## src/include/matr_params.svh

```systemverilog
`ifndef MATR_PARAMS_SVH
`define MATR_PARAMS_SVH

`define INST_W      32            // one rv32 instruction
`define ADDR_W      32            // pc counts bytes
`define ROM_WORDS   64            // program space
`define RAM_WORDS   64
`define RAM_AW      6             // word index into data ram
`define MAT_N       3             // 3x3 operands
`define AXI_AW      12

`define REG_BASE_A  12'h100       // word index of matrix a
`define REG_BASE_B  12'h104       // word index of matrix b
`define REG_BASE_C  12'h108       // product lands here
`define REG_CTRL    12'h10C       // bit 0 run
`define REG_STATUS  12'h110       // busy, halted, count

`define MATR_OPCODE 7'b0001011    // custom-0 major opcode

`endif

```

## src/hdl/matr_pkg.sv

```systemverilog
`include "matr_params.svh"

package matr_pkg;

   typedef logic [`INST_W-1:0] inst_t;
   typedef logic [`ADDR_W-1:0] pc_t;       // byte address
   typedef logic [31:0]        word_t;     // data word, treated as signed by the multiplier
   typedef logic [`RAM_AW-1:0] ram_addr_t;
   typedef logic [7:0]         mcount_t;   // retired matrix instructions

   // fetch sequencer
   typedef enum logic [2:0]
   {
      f_idle,
      f_read,                              // rom word for pc is on rom_data
      f_hold,                              // offering inst downstream
      f_wait_matr,                         // coprocessor still working
      f_halted
   } fetch_state_t;

   // matrix coprocessor
   typedef enum logic [2:0]
   {
      m_idle,
      m_read_a,
      m_read_b,
      m_accum,
      m_store,
      m_done
   } matr_state_t;

   // host bus slave
   typedef enum logic [1:0]
   {
      a_idle,
      a_ram_wait,                          // ram read in flight
      a_resp
   } axil_state_t;

endpackage

```

## src/hdl/inst_fetch.sv

```systemverilog
`timescale 1ns/1ps
`include "matr_params.svh"

module inst_fetch
(
   input  logic            clk_50,
   input  logic            arst_n,
   input  logic            run,
   output matr_pkg::pc_t   rom_addr,
   input  matr_pkg::inst_t rom_data,
   output matr_pkg::inst_t inst,
   output matr_pkg::pc_t   inst_pc,
   output logic            inst_valid,
   input  logic            inst_ready,
   output logic            matr_start,
   input  logic            matr_busy,
   output logic            halted
);
   import matr_pkg::*;

   fetch_state_t state;
   pc_t          pc;
   logic         is_matr;                                  // rom word is the matrix instruction

   assign rom_addr   = pc;                                 // rom samples pc on every edge
   assign is_matr    = rom_data[6:0] == `MATR_OPCODE;
   assign matr_start = (state == f_read) && is_matr;      // read lasts one cycle, so a pulse

   always_ff @(posedge clk_50 or negedge arst_n)
   begin
      if (!arst_n)
      begin
         state      <= f_idle;
         pc         <= '0;
         inst_valid <= 1'b0;
         halted     <= 1'b0;
      end
      else
      begin
         case (state)
            f_idle :
               if (run)
                  state <= f_read;                         // word 0 arrives next cycle
            f_read :
               if (rom_data == '0)
               begin
                  state  <= f_halted;                      // never offered
                  halted <= 1'b1;
               end
               else
               begin
                  pc <= pc + 4;                            // rom fetches next word meanwhile
                  if (is_matr)
                     state <= f_wait_matr;
                  else
                  begin
                     inst_valid <= 1'b1;
                     state      <= f_hold;
                  end
               end
            f_hold :
               if (inst_ready)
               begin
                  inst_valid <= 1'b0;
                  state      <= f_read;
               end
            f_wait_matr :
               if (!matr_busy)                             // busy is up the cycle after start
               begin
                  inst_valid <= 1'b1;
                  state      <= f_hold;
               end
            default :
               state <= f_halted;                          // stays here until reset
         endcase
      end
   end

   // holding register
   always_ff @(posedge clk_50)
   begin
      if (state == f_read)
      begin
         inst    <= rom_data;
         inst_pc <= pc;                                    // pc still names the word on rom_data
      end
   end

   a_stall : assert property (@(posedge clk_50) disable iff (!arst_n)
      inst_valid && !inst_ready |=> inst_valid && $stable(inst) && $stable(inst_pc))
      else $error("instruction changed while stalled");

   a_start : assert property (@(posedge clk_50) disable iff (!arst_n)
      matr_start |-> !matr_busy)
      else $error("matrix start while coprocessor busy");

endmodule

```

## config.mk

```make
export PLATFORM = sky130hd
export DESIGN_NAME = inst_fetch
export DESIGN_NICKNAME = d
export VERILOG_FILES = /design/src/hdl/matr_pkg.sv /design/src/hdl/inst_fetch.sv
export VERILOG_INCLUDE_DIRS = /design/src /design/src/include
export SDC_FILE = /design/constraint.sdc
export NUM_CORES = 1
export LEC_CHECK = 0
export BUFFER_PORTS_ARGS = -buffer_cell sky130_fd_sc_hd__buf_4
export CORE_MARGIN = 5
export CORE_UTILIZATION = 46
export CTS_CLUSTER_SIZE = 14
export DETAILED_ROUTE_END_ITERATION = 7
export PLACE_DENSITY = 0.79
export SLEW_MARGIN = 10
export SYNTH_ARGS = -nofsm -noshare
export SYNTH_HDL_FRONTEND = slang
export SYNTH_SLANG_ARGS = --single-unit
```

## constraint.sdc

```tcl
create_clock -name clk_50 -period 4.14 [get_ports clk_50]
set_input_delay 0.414 -clock clk_50 [delete_from_list [all_inputs] [get_ports clk_50]]
set_output_delay 0.414 -clock clk_50 [all_outputs]
set_load 0.005 [all_outputs]
```

### Yosys cells after proc, flatten, opt, wreduce, memory -nomap -nowiden

Index checks and enable logic that the tools add are counted.

| word-level totals | value |
|---|---|
| bits of input ports | 37 |
| word-level logic and storage cells | 36 |
| register bits after elaboration | 101 |
| output and inout bits | 99 |

| cells by class | value |
|---|---|
| equal/unequal tests | 9 |
| mux-type cells | 11 |
| reductions and logical operators | 8 |
| add/sub/neg operators | 1 |
| bitwise operators | 1 |

Operators with widths:

| cell | count |
|---|---|
| $add A32 B3 Y32 const B | 1 |
| $logic_not A32 Y1 | 1 |
| $mux W3 | 4 |
| $pmux W3 S4 | 1 |
| $ne A2 B2 Y1 const B | 5 |
| $eq A7 B4 Y1 const B | 1 |
| $eq A3 B2 Y1 const B | 2 |
| $mux W1 | 5 |
| $reduce_and A5 Y1 | 1 |
| $reduce_and A2 Y1 | 2 |
| $eq A3 B1 Y1 const B | 1 |
| $logic_not A3 Y1 | 1 |
| $pmux W1 S3 | 1 |
| $reduce_and A3 Y1 | 1 |
| $reduce_bool A3 Y1 | 1 |
| $logic_and A1 B1 Y1 | 1 |
| $not A1 Y1 | 1 |

### Longest topological paths before layout

Gate-level depths: netlist of the first run.

| logic depth | value |
|---|---|
| depth in word-level cells | 4 |
| gate-level depth with buffers | 6 |
| gate-level depth less buffers | 6 |

### Worst setup path before layout of the first run

No wires, ideal clock.

| timing path | value |
|---|---|
| path kind | reg-to-reg |
| from | reg state[1] |
| to | reg pc[31] (netlist: rom_addr[31]) |
| required time | 4061 ps |
| period minus slack after synthesis | 3256 ps |
| library setup time | 79 ps |
| arrival | 3177 ps |
| path slack | 884 ps |
| path buffers | 0 |
| cell stages (with the launch flop) | 5 |
| cell sequence | dfrtp_1 nor3b_4 o211ai_2 nor4_2 xor2_1 |

| on the way | value |
|---|---|
| word-level cells in the longest chain between the ends | 2 |

RTL lines:

| what | RTL line | source |
|---|---|---|
| start: declaration | inst_fetch.sv:21 | `fetch_state_t state;` |
| start signal: assignment | inst_fetch.sv:33 | `state <= f_idle;` |
| start signal: assignment | inst_fetch.sv:43 | `state <= f_read;` |
| start signal: assignment | inst_fetch.sv:47 | `state <= f_halted;` |
| $eq A3 B1 Y1 | inst_fetch.sv:40 | `case (state)` |
| $reduce_and A2 Y1 (no source line) | n/a |  |
| end signal: assignment | inst_fetch.sv:52 | `pc <= pc + 4;` |
| end: declaration | inst_fetch.sv:22 | `pc_t pc;` |

Every way passes these cells.
A chain may end at the register's enable or synchronous reset.

### Worst setup path after layout of the first run

| timing path | value |
|---|---|
| from | reg pc[2] (netlist: rom_addr[2]) |
| to | reg pc[22] (netlist: rom_addr[22]) |

| on the way | value |
|---|---|
| word-level cells in the longest chain between the ends | 1 |

RTL lines:

| what | RTL line |
|---|---|
| $add A32 B3 Y32 | inst_fetch.sv:52 |

Every way passes these cells.

==> metrics.cfg, run 1 <==
[drt]
wl_um=8152
dr.pass1.iters=4
drc=0
viasPerCell=5.050
drtIter0Drc=110
antenna_left=0
vias=2444
dr_wl_met2_um=3915
wl_met1_um=3369
route.met3.wl_um=676
top_layer=met4
routedWlPerCell_um=16.84

[pwr]
power_density_nw_per_um2=467.9
p_leak_nw=2.159
max-vdd-ir-drop_mv=0.2104

[worst_setup_path]
r2r-start=rom_addr[2]$_DFFE_PN0P_
path_buf_inv=0
cp_max_fo=6
crit_path_end_kind=register
worstReg2RegEnd=rom_addr[22]$_DFFE_PN0P_
slowest_stage=dfrtp_1
crit_required_ns=4.41
crit_arrival_ns=2.41
regToRegSetupSlack_ns=2.01
slowest_delay_ns=0.50
reg2regPathDepth=6
worst_setup_path_start_kind=register
crit_family=simple AND/OR/NAND/NOR gates
critPathKind=register to register
worstPathCellList=ha_1, nand4_1, nor4_4, o2111ai_2, nor2_1, xor2_1

[place]
place.gp.congestion=0.8286
hpwlAfterDp_um=6191
port_buffers=131

[cts]
cts_resized=0
path_clk_slew_ns=0.09
root_buffer=clkbuf_8
numCtsBuffers=9
clockBufferDepth=2
post_cts_buffers=0
cts_tree=done
clkSinkCount=97
clkLatencyLatePin_ns=0.36
cts_max_level=3

[die]
start_util=0.4762
fp.dieH_um=99.67
die_area_um2=9933
core_area_um2=7767
rows=32
num_io_pins=136
die_w_um=99.67

[final_layout]
nets=415
synthToLayoutAreaGrowth_pct=34.37
drive_gt1_frac=0.4267
fin_util=0.6398
antenna_cells=0

[synthesis]
netlist_instances=236
ys_ff_latch=97
yosysUniqueCellTypes=38
yosys_warnings=0
ys_seq_area_frac=0.7402
syn-cell-area_um2=3699
avgSynthCellArea_um2=15.67

[worst_hold_path]
min_to=inst[21]$_DFFE_PN_
hp-class=input port to register
hold_depth=1
min_from=rom_data[21]

[global_route]
grt_overflow_total=0
grt_pass1_wl_um=12890
antenna_found_initial=0
grt_pass1_vias=2428
grt_max_degree=39
grt_usage=0.1682

[timing]
finalCriticalPeriod_ns=2.132
clock.fmax_mhz=469.1
skew_ns=0.01497
final_hold_viol_count=0
fin_tns_setup_ns=0
rsz0062_at_grt=false
setup_violations=0
slew_viol_final=0
period_share=0.5150

[flow_run]
cap_violations=0

[run_status]
status=completed

==> how the worst max path moves through the flow <==
stage                            start                  endpoint  slack [ns]  cells after the start
3_3_place_gp              rom_data[11]  rom_addr[28]$_DFFE_PN0P_        2.02                      6
2_1_floorplan     state[1]$_DFFE_PN0P_  rom_addr[31]$_DFFE_PN0P_        0.88                      4
5_1_grt        rom_addr[2]$_DFFE_PN0P_  rom_addr[22]$_DFFE_PN0P_        1.86                      6
6_report       rom_addr[2]$_DFFE_PN0P_  rom_addr[22]$_DFFE_PN0P_        2.01                      6
3_5_place_dp              rom_data[11]  rom_addr[22]$_DFFE_PN0P_        1.92                      6
4_1_cts        rom_addr[2]$_DFFE_PN0P_  rom_addr[22]$_DFFE_PN0P_        1.98                      6
==> per-layer routing <==
metal | track usage | vias to the layer above
met5 | 0 | -
met4 | 0.08088 | 0
met3 | 0.04769 | 15
met2 | 0.2591 | 111
met1 | 0.2198 | 1173
li1 | - | 1145
==> state kept, by name, summed over array words and instances (netlist names) <==
name	count
halted	1
inst	32
inst_pc	30
inst_valid	1
rom_addr	30
state	3
==> cell usage in the layout (no fill, tap or decap), drive strengths merged, types with 2 or more instances in the layout <==
master / n
a21oi: 4
and3: 3
buf: 133
clkbuf: 11
clkinvlp: 3
conb: 4
dfrtp: 35
edfxtp: 62
inv: 10
nand2: 17
nand2b: 2
nand3: 6
nand4: 14
nor2: 10
nor3: 8
nor4: 13
o21ai: 3
xnor2: 16
xor2: 13
==> per-stage QoR <==
stage / worst slack [ns] / power [mW] / hold WS, ns / cell area [µm²] / std cells
3_3_place_gp: 2.025 / 1.807 / 0.3949 / 4788 / 467
6_report: 2.008 / 2.325 / 0.2399 / 4970 / 484
4_1_cts: 1.976 / 2.350 / 0.2192 / 4970 / 484
2_1_floorplan: 0.8841 / 1.528 / 0.1184 / 3710 / 239
3_5_place_dp: 1.921 / 1.822 / 0.3964 / 4788 / 467
5_1_grt: 1.861 / 2.444 / 0.2163 / 4970 / 484
==> cell families after synthesis <==
logic type | after synthesis | share of synthesized area
buffers and inverters | 16 | 0.02199
AO/OA/AOI/OAI | 13 | 0.02706
AND/OR/NAND/NOR | 78 | 0.1350
other | 1 | 0.001014
flip-flops | 97 | 0.7402
multiplexers | 1 | 0.002706
adder cells (fa/ha/maj) | 1 | 0.003382
XOR/XNOR | 29 | 0.06867
==> cells in the mapped netlist <==
library cell	n	area [µm²]
a21bo_2	1	10.01
a21oi_1	4	20.02
a31oi_1	1	6.260
and2_1	1	6.260
and3_1	3	18.77
buf_2	2	10.01
buf_4	5	37.54
conb_1	1	3.750
dfrtp_1	35	875.8
edfxtp_1	62	1862
ha_1	1	12.51
inv_1	9	33.78
mux2i_1	1	10.01
nand2_1	16	60.06
nand2_2	1	6.260
nand2b_1	2	12.51
nand3_1	6	30.03
nand3b_1	1	7.510
nand4_1	12	75.07
nand4_2	1	12.51
nand4_4	1	21.27
nor2_1	10	37.54
nor3_1	6	30.03
nor3_2	2	20.02
nor3b_4	1	18.77
nor4_1	8	50.05
nor4_2	3	37.54
nor4_4	2	42.54
o2111ai_2	1	15.01
o211ai_2	1	12.51
o21a_1	1	7.510
o21ai_0	2	10.01
o21ai_2	1	8.760
o32a_1	1	10.01
or2_2	1	6.260
or3_1	1	6.260
xnor2_1	16	140.1
xor2_1	13	113.9
==> power breakdown <==
| group | switching (mW) | leakage [nW] | internal, mW |
|---|---|---|---|
| combinational | 0.224 | 1.05 | 0.244 |
| sequential | 0.0972 | 1.03 | 1.23 |
| clock | 0.311 | 0.0762 | 0.222 |
| total | 0.632 | 2.16 | 1.69 |
==> cell type report <==
type                    instances  area [µm²]
well taps                     102       127.6
flip-flops and latches         97        2738
multi-input cells             126       890.9
clock inverters                 5       40.04
inverters                       9       33.78
repair buffers                134        1008
clock buffers                  11       131.4
fillers                       575        2798
==> what timing repair did <==
action                                 in CTS  in global routing
setup endpoints to repair                   0                  0
hold buffers                                1                  0
endpoints found under the hold margin       6                  0
No activity file was read; power rests on OpenSTA's default activity.
==> inputs of run 2 (changes only) <==
--- a/config.mk
+++ b/config.mk
@@ -6,12 +6,13 @@
 export SDC_FILE = /design/constraint.sdc
 export NUM_CORES = 1
 export LEC_CHECK = 0
+export ABC_AREA = 1
 export BUFFER_PORTS_ARGS = -buffer_cell sky130_fd_sc_hd__buf_4
 export CORE_MARGIN = 5
 export CORE_UTILIZATION = 46
 export CTS_CLUSTER_SIZE = 14
 export DETAILED_ROUTE_END_ITERATION = 7
-export PLACE_DENSITY = 0.79
+export PLACE_DENSITY = 0.77
 export SLEW_MARGIN = 10
 export SYNTH_ARGS = -nofsm -noshare
 export SYNTH_HDL_FRONTEND = slang
==> constraint.sdc (replaced) <==
create_clock -name clk_50 -period 2 [get_ports clk_50]
set_input_delay 0.2 -clock clk_50 [delete_from_list [all_inputs] [get_ports clk_50]]
set_output_delay 0.2 -clock clk_50 [all_outputs]
set_load 0.005 [all_outputs]
==> run 2 against run 1 <==
Clock skew shrank 0.0011 ns. Area after synthesis grew 17%. Global-route usage grew 2.5 points. Largest power group unchanged. Cell area grew 14%. Utilization shrank 2.5 points. Critical endpoint is now matr_start. Via count grew 42%.
==> metrics.cfg, run 2 <==
[synthesis]
synthFlopType=edfxtp_1
yosys_warnings=0  ; unchanged
synthMuxAreaShare=0  ; -0.002706
synth_common_cells=185 x nand2_1, 65 x nor2_1, 62 x edfxtp_1
yosysMostFrequentCell=nand2_1
synth-xor-area-share=0.02842  ; -0.04025
synth-adder-area-share=0.002900  ; -0.0004827
synth_top_area_cell=edfxtp_1
yosys.area_share.simple=0.2747  ; +0.1397
syn-cell-area_um2=4314  ; +17%
netlist_instances=451  ; +91%
synth_compound_area_frac=0.01798  ; -0.009082
synth.top_cell.area_share=0.4316  ; -0.07183
async_flop_share=0.3608  ; unchanged
ys_ff_latch=97  ; unchanged
ys_seq_area_frac=0.6346  ; -0.1056
synth-edff-count=62  ; unchanged
synth_top_family_by_area=simple AND/OR/NAND/NOR gates
avgSynthCellArea_um2=9.566  ; -39%
yosysUniqueCellTypes=25  ; -34%
yosys-top-cells-area=edfxtp_1 43%, dfrtp_1 20%, nand2_1 16%

[timing]
fin_tns_setup_ns=0  ; unchanged
slew_viol_final=0  ; unchanged
rsz0062_at_grt=false
setup_violations=0  ; unchanged
final_hold_viol_count=0  ; unchanged
period_share=0.9130
clock.fmax_mhz=547.6
finalCriticalPeriod_ns=1.826
skew_ns=0.01384  ; -0.001126 ns

[worst_setup_path]
slowest_stage=dfrtp_1
cp_max_fo=14  ; +8
worst_setup_path_start_kind=register
crit_family=simple AND/OR/NAND/NOR gates
cp-endpoint=matr_start
path_buf_inv=3  ; +3
worstPathCellList=inv_2, nand2_2, nor2_4, nand3_2, inv_1, buf_4
crit_start=state[2]$_DFFE_PN0P_
cp_num_cells=6  ; unchanged
critPathKind=register to output pin
crit_arrival_ns=1.63  ; -0.78 ns
reg2regPathDepth=10  ; +4
r2r-start=rom_addr[2]$_DFFE_PN0P_
regToRegSetupSlack_ns=0.36  ; -1.65 ns
crit_path_end_kind=output pin
crit_required_ns=1.80  ; -2.61 ns
worstReg2RegEnd=rom_addr[28]$_DFFE_PN0P_
slowest_delay_ns=0.40  ; -0.10 ns

[cts]
root_buffer=clkbuf_8
cts_max_level=3  ; unchanged
cts_tree=done
clkLatencyLatePin_ns=0.36  ; about the same
numCtsBuffers=9  ; unchanged
path_clk_slew_ns=0.10  ; about the same
post_cts_buffers=0  ; unchanged
clkSinkCount=97  ; unchanged
clockBufferDepth=2  ; unchanged
cts_resized=0  ; unchanged

[final_layout]
final_cell_mix=184 x nand2_1, 134 x buf_4, 65 x nor2_1
antenna_cells=0  ; unchanged
drive_gt1_frac=0.2838  ; -0.1429
largest_reg_flops=32  ; unchanged
nets=632  ; +52%
fin_util=0.6152  ; -0.02458
max_flop_register=inst
layoutNonFillerInstCount=710  ; +47%
final_common_cell=nand2_1
synthToLayoutAreaGrowth_pct=31.15

[global_route]
grt_max_degree=41  ; +5.1%
grt_overflow_total=0  ; unchanged
grt_pass1_wl_um=17420  ; +35%
grt_busiest_layer=met2
grt_pass1_vias=3459  ; +42%
use_met1=0.2505  ; +0.03071
grt_use_met2=0.3251  ; +0.06598
grt_usage=0.1931  ; +0.02486
use_met3=0.04214  ; -0.005543
antenna_found_initial=0  ; unchanged

[pwr]
power.share.combinational=0.030  ; -0.171
swShare=0.2218  ; -0.05009
intPower_mw=2.646  ; +56%
seqPwrFrac=0.624  ; +0.054
p_clk_frac=0.346  ; +0.117
p_switching_mw=0.7542  ; +19%
p_total_mw=3.400  ; +46%
p_leak_nw=2.364  ; +9.5%
power_density_nw_per_um2=601.0  ; +28%
max-vdd-ir-drop_mv=0.4010  ; +91%

[drt]
routedWlPerCell_um=15.09  ; -10%
wl_um=10710  ; +31%
viasPerCell=4.904  ; -2.9%
antenna_left=0  ; unchanged
drc=0  ; unchanged
drtIter0Drc=154  ; +40%
dr.pass1.iters=4  ; unchanged
vias=3482  ; +42%

[die]
die_w_um=106.8  ; +7.2%
fp.dieH_um=106.8  ; +7.2%
core_area_um2=9196  ; +18%
num_io_pins=136  ; unchanged
rows=35  ; +9.4%
start_util=0.4691  ; -0.007044
die_area_um2=11410  ; +15%

[worst_hold_path]
hp-class=input port to register
hold_depth=1  ; unchanged

[place]
port_buffers=131  ; unchanged
dp.cells=691  ; +48%
hpwlAfterDp_um=8018  ; +30%
place.gp.congestion=0.8580  ; +3.5%

[flow_run]
cap_violations=0  ; unchanged

[run_status]
status=completed

run 2: worst register-to-register path, delay by kind of cell, from the launching register on:
| kind | cells | cell delay, ns |
|---|---|---|
| fa+ha+maj | 1 | 0.29 |
| buf+inv | 1 | 0.08 |
| flops | 1 | 0.49 |
| simple gates | 8 | 0.69 |
run 2: per-stage QoR:
stage | cell area (µm²) | hold WS, ns | setup WS [ns]
2_1_floorplan | 4352 | -0.09559 | -0.1187
3_3_place_gp | 5451 | 0.1880 | 0.4539
3_5_place_dp | 5451 | 0.1939 | 0.3750
4_1_cts | 5638 | 0.003457 | 0.1002
5_1_grt | 5658 | 0.0007327 | 0.01785
6_report | 5658 | 0.01950 | 0.1740
run 2: per-layer routing:
metal  part of all wire  vias up
li1                   -     1718
met1               0.43     1617
met2               0.48      135
met3              0.082       12
met4              0.011        0
met5                  0        -
run 2: logic make-up (layout without fill, tap and decap cells):
logic type,Yosys count,in the layout
xor gates and xnor gates,14,14
adders and majority gates,1,1
DFF,97,97
buffers and inverters,39,184
other,1,4
and+or+nand+nor,284,284
AOI/OAI and AO/OA,15,15
run 2: how the worst min path moves through the flow:
stage,start,to
after detailed placement,arst_n,rom_addr[29]$_DFFE_PN0P_
after floorplan,arst_n,halted$_DFFE_PN0P_
after global routing,rom_data[27],inst[27]$_DFFE_PN_
after CTS,rom_data[4],inst[4]$_DFFE_PN_
final,rom_data[4],inst[4]$_DFFE_PN_
after global placement,arst_n,rom_addr[29]$_DFFE_PN0P_
run 2: power by group through the flow:
stage,Sequential [mW],Clock [mW],Combinational (mW)
global placement,2.17,0,0.0961
CTS,2.12,1.21,0.0997
finish,2.12,1.18,0.102
global route,2.12,1.29,0.114
floorplan,2.17,0,0.0190
detailed placement,2.17,0,0.0983
run 2: layout make-up:
type / count / area [µm²]
Timing Repair Buffer: 139 / 1076
Fill cell: 768 / 3538
Multi-Input combinational cell: 318 / 1420
Sequential cell: 97 / 2738
Inverter: 29 / 108.9
Clock buffer: 10 / 127.6
Clock inverter: 6 / 48.80
Tap cell: 111 / 138.9
run 2: timing repair:
action                     CTS  global route
hold buffers                 1             2
setup endpoints to repair    0             1
hold endpoints to repair    35             2
